--- config.mk ---
export PLATFORM = sky130hd
export DESIGN_NAME = parking_ctrl_top
export DESIGN_NICKNAME = d
export VERILOG_FILES = /design/src/hdl/parking_pkg.sv /design/src/hdl/parking_ctrl_top.sv /design/src/hdl/gate_fsm.sv /design/src/hdl/parking_registry.sv /design/src/hdl/space_counter.sv /design/src/hdl/second_tick.sv
export SDC_FILE = /design/constraint.sdc
export NUM_CORES = 1
export LEC_CHECK = 0
export BUFFER_PORTS_ARGS = -buffer_cell sky130_fd_sc_hd__buf_4
export CAP_MARGIN = 15
export CORE_MARGIN = 2
export CORE_UTILIZATION = 55
export DETAILED_ROUTE_END_ITERATION = 12
export PLACE_DENSITY = 0.84
export SYNTH_ARGS = -nofsm -noshare
export SYNTH_HDL_FRONTEND = slang
export SYNTH_SLANG_ARGS = --single-unit
export TNS_END_PERCENT = 5
--- constraint.sdc ---
create_clock -name clk -period 3.9 [get_ports clk]
set_input_delay 0.78 -clock clk [delete_from_list [all_inputs] [get_ports clk]]
set_output_delay 0.78 -clock clk [all_outputs]
set_load 0.05 [all_outputs]
--- src/hdl/parking_pkg.sv ---
package parking_pkg;

    // Bits 15:12 carry the class nibble
    typedef logic [15:0] park_id_t;

    // 0 is the ground floor
    typedef logic floor_t;

    typedef enum logic [1:0] {
        SLOT_SPECIAL,
        SLOT_FLOOR0,
        SLOT_FLOOR1
    } slot_kind_t;

    typedef logic [2:0] space_cnt_t;

    typedef struct packed {
        space_cnt_t spec0;
        space_cnt_t norm0;
        space_cnt_t flr1;
    } spaces_t;

    typedef struct packed {
        park_id_t id;
        floor_t   flr;
    } park_req_t;

    typedef enum logic [2:0] {
        MSG_BLANK,
        MSG_WELCOME,
        MSG_GRANTED,
        MSG_GRANTED_ALT,
        MSG_DENIED,
        MSG_FULL,
        MSG_EXIT_OK
    } disp_msg_t;

    // Slot capacities per kind
    localparam int CAP_SPEC0 = 2;
    localparam int CAP_NORM0 = 3;
    localparam int CAP_FLR1  = 5;
    localparam int REG_DEPTH = CAP_SPEC0 + CAP_NORM0 + CAP_FLR1;

    // ID classes
    localparam logic [3:0] SPECIAL_CLASS    = 4'hA;
    localparam logic [3:0] NORMAL_CLASS_MIN = 4'd1;
    localparam logic [3:0] NORMAL_CLASS_MAX = 4'd9;

    // Result hold times in seconds
    localparam int GRANT_SECS = 3;
    localparam int DENY_SECS  = 5;

    localparam int CLKS_PER_SEC = 50_000_000;

endpackage
--- src/hdl/parking_ctrl_top.sv ---
module parking_ctrl_top #(
    parameter int CLKS_PER_SEC = parking_pkg::CLKS_PER_SEC
) (
    input  logic                   clk,
    input  logic                   rst_n,
    input  logic                   power,
    input  logic                   entry_req,
    input  parking_pkg::park_req_t entry,
    input  logic                   exit_req,
    input  parking_pkg::park_id_t  exit_id,
    output parking_pkg::disp_msg_t msg,
    output logic                   power_led,
    output logic                   wrong_led,
    output logic                   green_led,
    output parking_pkg::spaces_t   spaces
);
    import parking_pkg::*;

    logic       tick;
    logic       hit;
    slot_kind_t hit_kind;
    park_id_t   lookup_id;
    logic       alloc;
    logic       release_slot;
    slot_kind_t alloc_kind;
    slot_kind_t release_kind;
    logic       insert;
    logic       remove;

    gate_fsm u_gate_fsm (
        .clk          (clk),
        .rst_n        (rst_n),
        .power        (power),
        .entry_req    (entry_req),
        .entry        (entry),
        .exit_req     (exit_req),
        .exit_id      (exit_id),
        .tick         (tick),
        .spaces       (spaces),
        .hit          (hit),
        .hit_kind     (hit_kind),
        .lookup_id    (lookup_id),
        .alloc        (alloc),
        .release_slot (release_slot),
        .alloc_kind   (alloc_kind),
        .release_kind (release_kind),
        .insert       (insert),
        .remove       (remove),
        .msg          (msg),
        .power_led    (power_led),
        .wrong_led    (wrong_led),
        .green_led    (green_led)
    );

    space_counter u_space_counter (
        .clk          (clk),
        .rst_n        (rst_n),
        .alloc        (alloc),
        .alloc_kind   (alloc_kind),
        .release_slot (release_slot),
        .release_kind (release_kind),
        .spaces       (spaces)
    );

    // Registry stores the kind chosen for the allocation
    parking_registry u_parking_registry (
        .clk         (clk),
        .rst_n       (rst_n),
        .lookup_id   (lookup_id),
        .insert      (insert),
        .remove      (remove),
        .insert_kind (alloc_kind),
        .hit         (hit),
        .hit_kind    (hit_kind)
    );

    second_tick #(
        .CLKS_PER_SEC (CLKS_PER_SEC)
    ) u_second_tick (
        .clk   (clk),
        .rst_n (rst_n),
        .tick  (tick)
    );

endmodule

--- src/hdl/gate_fsm.sv ---
module gate_fsm (
    input  logic                    clk,
    input  logic                    rst_n,
    input  logic                    power,
    input  logic                    entry_req,
    input  parking_pkg::park_req_t  entry,
    input  logic                    exit_req,
    input  parking_pkg::park_id_t   exit_id,
    input  logic                    tick,
    input  parking_pkg::spaces_t    spaces,
    input  logic                    hit,
    input  parking_pkg::slot_kind_t hit_kind,
    output parking_pkg::park_id_t   lookup_id,
    output logic                    alloc,
    output logic                    release_slot,
    output parking_pkg::slot_kind_t alloc_kind,
    output parking_pkg::slot_kind_t release_kind,
    output logic                    insert,
    output logic                    remove,
    output parking_pkg::disp_msg_t  msg,
    output logic                    power_led,
    output logic                    wrong_led,
    output logic                    green_led
);
    import parking_pkg::*;

    typedef enum logic [3:0] {
        OFF,
        IDLE,
        CHECK_ENTRY,
        CHECK_EXIT,
        GRANTED,
        GRANTED_ALT,
        DENIED,
        NO_SPACE,
        EXIT_OK
    } gate_state_t;

    gate_state_t state;
    gate_state_t state_nxt;
    gate_state_t entry_result;
    park_req_t   req_q;
    logic        accept;
    logic [3:0]  id_class;
    logic        is_special;
    logic        is_normal;
    space_cnt_t  chosen_cnt;
    space_cnt_t  other_cnt;
    slot_kind_t  chosen_kind;
    slot_kind_t  other_kind;
    slot_kind_t  entry_kind;
    logic [2:0]  sec_cnt;
    logic [2:0]  hold_last;

    // Entry has priority over exit
    assign accept = power && (state == IDLE) && (entry_req || exit_req);

    always_ff @(posedge clk) begin
        if (accept) begin
            if (entry_req) begin
                req_q <= entry;
            end else begin
                req_q <= '{id: exit_id, flr: 1'b0};
            end
        end
    end

    assign lookup_id  = req_q.id;
    assign id_class   = req_q.id[15:12];
    assign is_special = (id_class == SPECIAL_CLASS);
    assign is_normal  = (id_class >= NORMAL_CLASS_MIN) && (id_class <= NORMAL_CLASS_MAX);

    always_comb begin
        if (req_q.flr == 1'b0) begin
            chosen_cnt  = spaces.norm0;
            chosen_kind = SLOT_FLOOR0;
            other_cnt   = spaces.flr1;
            other_kind  = SLOT_FLOOR1;
        end else begin
            chosen_cnt  = spaces.flr1;
            chosen_kind = SLOT_FLOOR1;
            other_cnt   = spaces.norm0;
            other_kind  = SLOT_FLOOR0;
        end
    end

    // Classify the ID and pick a slot
    always_comb begin
        entry_kind = chosen_kind;
        if ((!is_special && !is_normal) || hit) begin
            entry_result = DENIED;
        end else if (is_special) begin
            entry_kind   = SLOT_SPECIAL;
            entry_result = (spaces.spec0 != '0) ? GRANTED : NO_SPACE;
        end else if (chosen_cnt != '0) begin
            entry_result = GRANTED;
        end else if (other_cnt != '0) begin
            entry_kind   = other_kind;
            entry_result = GRANTED_ALT;
        end else begin
            entry_result = NO_SPACE;
        end
    end

    always_comb begin
        state_nxt    = state;
        alloc        = 1'b0;
        release_slot = 1'b0;
        if (!power) begin
            state_nxt = OFF;
        end else begin
            case (state)
                OFF: state_nxt = IDLE;
                IDLE: begin
                    if (entry_req) begin
                        state_nxt = CHECK_ENTRY;
                    end else if (exit_req) begin
                        state_nxt = CHECK_EXIT;
                    end
                end
                CHECK_ENTRY: begin
                    state_nxt = entry_result;
                    alloc     = (entry_result == GRANTED) || (entry_result == GRANTED_ALT);
                end
                CHECK_EXIT: begin
                    state_nxt    = hit ? EXIT_OK : DENIED;
                    release_slot = hit;
                end
                // Result states hold for a number of ticks
                default: begin
                    if (tick && (sec_cnt == hold_last)) begin
                        state_nxt = IDLE;
                    end
                end
            endcase
        end
    end

    assign alloc_kind   = entry_kind;
    assign release_kind = hit_kind;
    assign insert       = alloc;
    assign remove       = release_slot;

    assign hold_last = ((state == DENIED) || (state == NO_SPACE)) ? 3'(DENY_SECS - 1)
                                                                   : 3'(GRANT_SECS - 1);

    always_ff @(posedge clk or negedge rst_n) begin
        if (!rst_n) begin
            state   <= OFF;
            sec_cnt <= '0;
        end else begin
            state <= state_nxt;
            if (state_nxt != state) begin
                sec_cnt <= '0;
            end else if (tick) begin
                sec_cnt <= sec_cnt + 3'd1;
            end
        end
    end

    always_comb begin
        power_led = (state != OFF);
        wrong_led = (state == DENIED);
        green_led = (state == GRANTED) || (state == GRANTED_ALT) || (state == EXIT_OK);
        case (state)
            OFF:         msg = MSG_BLANK;
            GRANTED:     msg = MSG_GRANTED;
            GRANTED_ALT: msg = MSG_GRANTED_ALT;
            DENIED:      msg = MSG_DENIED;
            NO_SPACE:    msg = MSG_FULL;
            EXIT_OK:     msg = MSG_EXIT_OK;
            default:     msg = MSG_WELCOME;
        endcase
    end

    // Each update pulse follows the strobe accepted one cycle earlier
    a_alloc_after_entry: assert property (@(posedge clk) disable iff (!rst_n)
        alloc |-> $past(accept && entry_req));

    // Entry wins a tie, so a release never meets an alloc
    a_release_after_exit: assert property (@(posedge clk) disable iff (!rst_n)
        release_slot |-> $past(accept && !entry_req));

endmodule

--- src/hdl/parking_registry.sv ---
module parking_registry (
    input  logic                    clk,
    input  logic                    rst_n,
    input  parking_pkg::park_id_t   lookup_id,
    input  logic                    insert,
    input  logic                    remove,
    input  parking_pkg::slot_kind_t insert_kind,
    output logic                    hit,
    output parking_pkg::slot_kind_t hit_kind
);
    import parking_pkg::*;

    localparam int IDX_W = $clog2(REG_DEPTH);

    logic [REG_DEPTH-1:0] valid;
    park_id_t             ids   [REG_DEPTH];
    slot_kind_t           kinds [REG_DEPTH];
    logic [REG_DEPTH-1:0] match;
    logic [IDX_W-1:0]     free_idx;
    logic                 full;

    always_comb begin
        for (int i = 0; i < REG_DEPTH; i++) begin
            match[i] = valid[i] && (ids[i] == lookup_id);
        end
    end

    assign hit  = |match;
    assign full = &valid;

    // Lowest matching entry wins
    always_comb begin
        hit_kind = SLOT_SPECIAL;
        for (int i = REG_DEPTH - 1; i >= 0; i--) begin
            if (match[i]) begin
                hit_kind = kinds[i];
            end
        end
    end

    // Lowest free entry
    always_comb begin
        free_idx = '0;
        for (int i = REG_DEPTH - 1; i >= 0; i--) begin
            if (!valid[i]) begin
                free_idx = IDX_W'(i);
            end
        end
    end

    always_ff @(posedge clk or negedge rst_n) begin
        if (!rst_n) begin
            valid <= '0;
        end else begin
            if (remove) begin
                valid <= valid & ~match;
            end
            if (insert) begin
                valid[free_idx] <= 1'b1;
            end
        end
    end

    always_ff @(posedge clk) begin
        if (insert) begin
            ids[free_idx]   <= lookup_id;
            kinds[free_idx] <= insert_kind;
        end
    end

    // Capacity checks upstream keep the table from overflowing
    a_no_insert_full: assert property (@(posedge clk) disable iff (!rst_n)
        insert |-> !full);

    a_no_insert_dup: assert property (@(posedge clk) disable iff (!rst_n)
        insert |-> !hit);

endmodule

--- src/hdl/space_counter.sv ---
module space_counter (
    input  logic                    clk,
    input  logic                    rst_n,
    input  logic                    alloc,
    input  parking_pkg::slot_kind_t alloc_kind,
    input  logic                    release_slot,
    input  parking_pkg::slot_kind_t release_kind,
    output parking_pkg::spaces_t    spaces
);
    import parking_pkg::*;

    logic dec_spec0;
    logic dec_norm0;
    logic dec_flr1;
    logic inc_spec0;
    logic inc_norm0;
    logic inc_flr1;

    function automatic space_cnt_t kind_cnt(spaces_t s, slot_kind_t k);
        case (k)
            SLOT_SPECIAL: return s.spec0;
            SLOT_FLOOR0:  return s.norm0;
            default:      return s.flr1;
        endcase
    endfunction

    function automatic space_cnt_t kind_cap(slot_kind_t k);
        case (k)
            SLOT_SPECIAL: return space_cnt_t'(CAP_SPEC0);
            SLOT_FLOOR0:  return space_cnt_t'(CAP_NORM0);
            default:      return space_cnt_t'(CAP_FLR1);
        endcase
    endfunction

    // Net change of one count
    function automatic space_cnt_t step(space_cnt_t cnt, logic dec, logic inc);
        if (dec && !inc) begin
            return cnt - 3'd1;
        end else if (inc && !dec) begin
            return cnt + 3'd1;
        end
        return cnt;
    endfunction

    assign dec_spec0 = alloc && (alloc_kind == SLOT_SPECIAL);
    assign dec_norm0 = alloc && (alloc_kind == SLOT_FLOOR0);
    assign dec_flr1  = alloc && (alloc_kind == SLOT_FLOOR1);
    assign inc_spec0 = release_slot && (release_kind == SLOT_SPECIAL);
    assign inc_norm0 = release_slot && (release_kind == SLOT_FLOOR0);
    assign inc_flr1  = release_slot && (release_kind == SLOT_FLOOR1);

    always_ff @(posedge clk or negedge rst_n) begin
        if (!rst_n) begin
            spaces.spec0 <= space_cnt_t'(CAP_SPEC0);
            spaces.norm0 <= space_cnt_t'(CAP_NORM0);
            spaces.flr1  <= space_cnt_t'(CAP_FLR1);
        end else begin
            spaces.spec0 <= step(spaces.spec0, dec_spec0, inc_spec0);
            spaces.norm0 <= step(spaces.norm0, dec_norm0, inc_norm0);
            spaces.flr1  <= step(spaces.flr1, dec_flr1, inc_flr1);
        end
    end

    a_no_alloc_empty: assert property (@(posedge clk) disable iff (!rst_n)
        alloc |-> (kind_cnt(spaces, alloc_kind) != '0));

    // A release must match an earlier allocation
    a_no_release_full: assert property (@(posedge clk) disable iff (!rst_n)
        release_slot |-> (kind_cnt(spaces, release_kind) < kind_cap(release_kind)));

endmodule

--- src/hdl/second_tick.sv ---
module second_tick #(
    parameter int CLKS_PER_SEC = parking_pkg::CLKS_PER_SEC
) (
    input  logic clk,
    input  logic rst_n,
    output logic tick
);
    localparam int CNT_W = $clog2(CLKS_PER_SEC);

    logic [CNT_W-1:0] cnt;

    always_ff @(posedge clk or negedge rst_n) begin
        if (!rst_n) begin
            cnt  <= '0;
            tick <= 1'b0;
        end else if (cnt == CNT_W'(CLKS_PER_SEC - 1)) begin
            cnt  <= '0;
            tick <= 1'b1;
        end else begin
            cnt  <= cnt + 1'b1;
            tick <= 1'b0;
        end
    end

endmodule

# After elaboration in Yosys (flattened, before gate mapping)
# Memory sizes are Yosys's and may differ from the RTL's.
# Index checks and enable logic that the tools add are counted.
# totals
ff_bits	70
ramBits	180
out_inout_bits	15
memories	2
# mem_list
name	words	width	read_ports	rd_ports_with_merged_regs	wr	line_no	text
u_parking_registry.ids	10	16	10	0	1	parking_registry.sv:16	park_id_t ids [REG_DEPTH];
u_parking_registry.kinds	10	2	10	0	1	parking_registry.sv:17	slot_kind_t kinds [REG_DEPTH];
# classes
addsub	8
n_lt_le_gt_ge	4
eq_ne	28
mux	68
bitwise_logic	3
n_reduce_logical	51
# ops
cell	n
$eq A16 B16 Y1	10
$mux W4	18
$mux W2	18
$mux W3	11
$logic_and A1 B1 Y1	28
$add A26 B1 Y26 const B	1
$eq A26 B26 Y1 const B	1
$mux W26	1
$eq A4 B3 Y1 const B	6
$mux W10	2
$pmux W3 S6	1
$mux W17	1
$pmux W4 S4	1
$mux W1	14
$add A3 B1 Y3 const B	4
$and A10 B10 Y10	1
$not A10 Y10	1
$or A10 B10 Y10	1
$reduce_or A10 Y1	1
$reduce_bool A3 Y1	3
$sub A3 B1 Y3 const B	3
$eq A4 B2 Y1 const B	2
$eq A4 B4 Y1 const B	2
$ge A4 B1 Y1 const B	2
14 further kinds	29

# Depth between registers and ports, before layout
# An unclocked memory read counts as a cell.
# depth
word_depth	18
ltp_mapped	16
depth_no_buf	14

# By module
# From an unflattened synthesis, not the netlist that was laid out.
# unflattened
cells_unflattened	838
hier_area_um2	11592.4
# modules_own_cells
module	instances	cells_each	area_each_um2	seq_area_each_um2
parking_registry	1	521	8200.4	5655.4
gate_fsm	1	136	1498.9	685.7
second_tick	1	135	1362.6	675.6
space_counter	1	46	530.5	231.5

# Worst setup path after synthesis
# No wires, ideal clock.
# synth_path
kind	reg2reg
start	register u_gate_fsm.req_q, in the netlist u_gate_fsm.lookup_id[12]
end	memory u_parking_registry.ids[6][0] (netlist name) (enable)
setup_ns	0.416
arrival_time_ns	3.438
required_time_ns	3.484
path_slack_ns	0.047
stages_incl_launch_ff	10
path_buffers	1
path_cell_list	edfxtp_1 > buf_6 > nor2_1 > nand3_1 > nor4_1 > o21bai_1 > or4_1 > nor3_2 > nand2_1 > nor3_1
# synth_between
elab_chain_cells	12
elab_cells_between_ends	38
# synth_rtl
element	line_no	text
from (decl)	gate_fsm.sv:42	park_req_t req_q;
from (signal assigned)	gate_fsm.sv:61	req_q <= entry;
from (signal assigned)	gate_fsm.sv:63	req_q <= '{id: exit_id, flr: 1'b0};
$ge A4 B1 Y1 or $le A4 B4 Y1 (tied branches)	gate_fsm.sv:71	assign is_normal = (id_class >= NORMAL_CLASS_MIN) && (id_class <= NORMAL_CLASS_MAX);
$logic_and A1 B1 Y1	gate_fsm.sv:71	
$logic_not A1 Y1	gate_fsm.sv:90	if ((!is_special && !is_normal) || hit) begin
$logic_and A1 B1 Y1	gate_fsm.sv:90	
$logic_or A1 B1 Y1	gate_fsm.sv:90	
$mux W4 *	gate_fsm.sv:90	
$eq A4 B3 Y1	gate_fsm.sv:123	alloc = (entry_result == GRANTED) || (entry_result == GRANTED_ALT);
$logic_or A1 B1 Y1 *	gate_fsm.sv:123	
$mux W1 *	gate_fsm.sv:112	case (state)
$mux W1 *	gate_fsm.sv:109	if (!power) begin
$mux W1 *	parking_registry.sv:65	if (insert) begin
$mux W1 (implied by the code) *	parking_registry.sv:66	ids[free_idx] <= lookup_id;
to (decl)	parking_registry.sv:16	
# Every way passes the cells marked *; elsewhere a longest branch is shown, timed or not.

# Worst setup path after layout
# layout_path
start	register u_gate_fsm.req_q, in the netlist u_gate_fsm.lookup_id[12]
end	register u_space_counter.spaces[2] (netlist name)
# layout_between
elab_chain_cells	17
elab_cells_between_ends	61
# layout_rtl
element	line_no	text
$eq A16 B16 Y1	parking_registry.sv:24	match[i] = valid[i] && (ids[i] == lookup_id);
$logic_and A1 B1 Y1	parking_registry.sv:24	
$mux W2 (10 in a row)	parking_registry.sv:35	if (match[i]) begin
$eq A2 B2 Y1	space_counter.sv:50	assign inc_flr1 = release_slot && (release_kind == SLOT_FLOOR1);
$logic_and A1 B1 Y1	space_counter.sv:50	
$logic_and A1 B1 Y1 or $logic_not A1 Y1 (tied branches)	space_counter.sv:39, space_counter.sv:37	
$mux W1 or $logic_and A1 B1 Y1 (tied branches)	space_counter.sv:39, space_counter.sv:37	
$mux W1 or $mux W3 (tied branches)	space_counter.sv:37	if (dec && !inc) begin
# Parallel ways exist; a longest one is shown, timed or not.
# A chain may end at the register's enable or synchronous reset.

==> impl_results.md <==
* Crit path DAT at around 4200 ps
* Hpwl dp at 14600 µm
* Post-synth EDFFs at 197
* DR pass1 iterations at 5
* Total gr overflow at 0
* Hold slack at slightly below 300 ps
* Clock buffer depth at 3
* DRC viols at 0
* Max_cap viols at 0
* Share of cells above drive strength 1 at 0.196
* H-tree level count at 1
* WL/cell at 18.9 µm
* DR vias/cell at 5.74
* Crit start category: flip-flop
* Hold Vio Cnt, Final at 0
* Setup violators final at 0
* FF+latch count, synth at 250
* Io pins at 53
* Worst EP required at 4370 ps
* Fin crit period at 3710 ps
* Vias at around 6800
* Overall Global Routing Usage at 0.211
* Reg clk slew, reported paths at 60 ps
* Outcome: finished clean
* Cts bufs inserted at 26
* PortBufs at 52
* Most frequent cells in the layout: edfxtp_1 (197), xnor2_1 (124), buf_4 (81)
* Total setup buffers inserted after CTS at 0
* Core Area at between 0.02 and 0.025 mm²
* Max VDD drop at ~0.64 mV
* Drt total wl at about 22000 µm
* Final std cells w/o fill at approximately 1200
* Die X at between 100 and 150 µm
* Worst relative slew slack at 0.339
* Die Span Y at around 150 µm
* Synth warn at 0
* Crit. End Element: flip-flop
* Vias in the first global route at 6908
* Routed Antenna Nets at 0
* Syn Inst Count at 810
* Period Utilization, post-route at 0.952
* Max Slew Vio Count at 0
* Hold WC Path Type: input port to asynchronous set/reset pin
* Cell Area, Synth at about 0.011 mm²
* Area Overhead vs Synth at 17.5%
* FMAX at roughly 270 MHz
* Pwr dens at 510 mW/mm²
* First-pass GRT wire length at 36200 µm
* Final #Nets at 945
* Avg Cell Area, Syn at 13.9 µm²
* ANT cells at 0
* Post-synth top flop: edfxtp_1
* Net Count, Synth at around 860
* Cells after DPL at ~1100
* RSZ-0062 raised after global routing: yes
* Most common library cell in the layout ignoring fill and taps: edfxtp_1
* Sequential element share of the synthesized area at 0.642
* Worst Setup Path Type: flip-flop to flip-flop
* Die area at about 0.022 mm²
* Cell chosen for the clock root: clkbuf_16
* Largest net degree at the start of global routing at 54
* Initial Utilization at 0.560
* Worst-path maximum fanout at 22
* Leakage Power at ~4.8 nW
* Num Clock Sinks at between 200 and 300
* Initial antenna violation count at 0
* Clk_skew at approximately 26 ps
* Num rows at 52
* CTS tree: yes
* Worst-Margin Slew at 992 ps
* Synth cell types at 68
* Drt initial violations at 550
* RD Place Congestion at between 0.9 and 1
* Asr flop ratio synth at 0.212
* Worst-skew pair later-pin latency at 540 ps
[metrics by stage]
| step | util | setup TNS, ps | cell area (µm²) | setup WS [ps] | power, mW |
|---|---|---|---|---|---|
| finish | 0.658 | 0 | 13300 | 186 | 6.77 |
| global route | 0.658 | -30.4 | 13300 | -24.5 | 7.00 |
| CTS | 0.654 | 0 | 13200 | 53.0 | 6.78 |
| detailed placement | 0.607 | -26.1 | 12200 | -26.1 | 4.13 |
| global placement | 0.607 | 0 | 12200 | 68.4 | 4.10 |
| floorplan | - | 0 | 11300 | 46.8 | 3.83 |
[metal layers]
layer	routed length, µm	global-route usage
met5	0	0
met2	11100	0.357
met4	644	0.0630
met3	1250	0.0292
met1	9440	0.288
[power by group]
| part | internal (mW) | leakage, nW | switching (mW) | total [mW] |
|---|---|---|---|---|
| clock network | 1.65 | 0.443 | 1.03 | 2.67 |
| registers | 3.03 | 2.47 | 0.114 | 3.14 |
| logic | 0.350 | 1.93 | 0.601 | 0.951 |
[cells by family after synthesis]
kind of cell             share of synthesized area
flip-flops                                   0.642
AND/OR/NAND/NOR                              0.105
XOR/XNOR                                     0.151
AO/OA/AOI/OAI                               0.0474
buffers and inverters                       0.0234
multiplexers                                0.0205
adder cells (fa/ha/maj)                     0.0109
[sequential cells by signal, indices dropped and copies added (netlist names)]
register	cells
u_parking_registry.kinds	20
u_second_tick.tick	1
u_parking_registry.valid	10
u_gate_fsm.state	4
u_space_counter.spaces	9
u_gate_fsm.lookup_id	16
u_gate_fsm.sec_cnt	3
u_second_tick.cnt	26
u_gate_fsm.req_q	1
u_parking_registry.ids	160
[synth_stat cells, types with 2 or more instances]
library cell	n	area, µm²
buf_6	4	45.0
nor3b_1	2	15.0
a21o_1	6	45.0
dfrtp_1	48	1200
xor2_1	70	613
a21boi_0	2	15.0
ha_1	5	62.6
and3_1	7	43.8
nand3b_1	3	22.5
or3_1	5	31.3
o31ai_1	6	45.0
nor4b_1	2	17.5
or4_1	2	15.0
o21ai_0	16	80.1
nor2b_1	4	25.0
mux2_2	16	180
o311a_1	2	20.0
nor4_2	4	50.1
nand3_1	19	95.1
clkbuf_1	11	41.3
edfxtp_1	197	5920
a32oi_1	2	17.5
buf_4	12	90.1
nand2b_1	3	18.8
fa_1	3	60.1
o2bb2ai_1	4	35.0
nand2_1	49	184
nand4_1	38	238
xnor2_1	124	1090
a22oi_4	2	42.5
inv_1	21	78.8
nor4_1	19	119
a21oi_1	6	30.0
mux2i_1	4	40.0
dfstp_2	5	131
a32o_1	2	20.0
nor2_1	42	158
o2111a_1	2	22.5
and4_1	2	17.5
a22o_1	3	26.3
o21bai_1	2	15.0
nor3_1	8	40.0
[final timing paths]
path	startpoint	to	slack, ps	depth (start not counted)
max	u_gate_fsm.lookup_id[12]	u_space_counter.spaces[2]	190	15
min	rst_n	u_space_counter.spaces[1]	290	1
max reg2reg	u_gate_fsm.lookup_id[12]	u_space_counter.spaces[2]	190	15
min reg2reg	u_second_tick.cnt[6]	u_second_tick.cnt[6]	460	1
max in group asynchronous	rst_n	u_second_tick.cnt[6]	3140	1
min in group clk	u_second_tick.cnt[6]	u_second_tick.cnt[6]	460	1
[worst max-delay path, stage by stage, from the launching register on]
cell      delay (ps)
edfxtp_1         420
buf_12           190
xnor2_1          140
nand4_1          240
nor4_4           110
a22oi_1          230
nand4_1          270
or3_4            440
o31ai_1          310
and3_1           230
ha_1             190
inv_1             60
fa_1             380
xor2_1           160
nor2_1           110
xor2_1           160
[area by class of cell]
cell class / instances / area [µm²]
Sequential cell: 250 / 7250
Fill cell: 1381 / 6910
Multi-Input combinational cell: 510 / 3870
Timing Repair Buffer: 90 / 779
Clock buffer: 30 / 676
Tap cell: 270 / 338
Clock inverter: 18 / 269
Inverter: 21 / 78.8
[timing repair]
item	in CTS	in global routing
resized for setup	1	11
pin swaps	0	3
endpoints found under the setup margin	2	4
hold buffers	0	0
(Power assumes the default switching activity.)
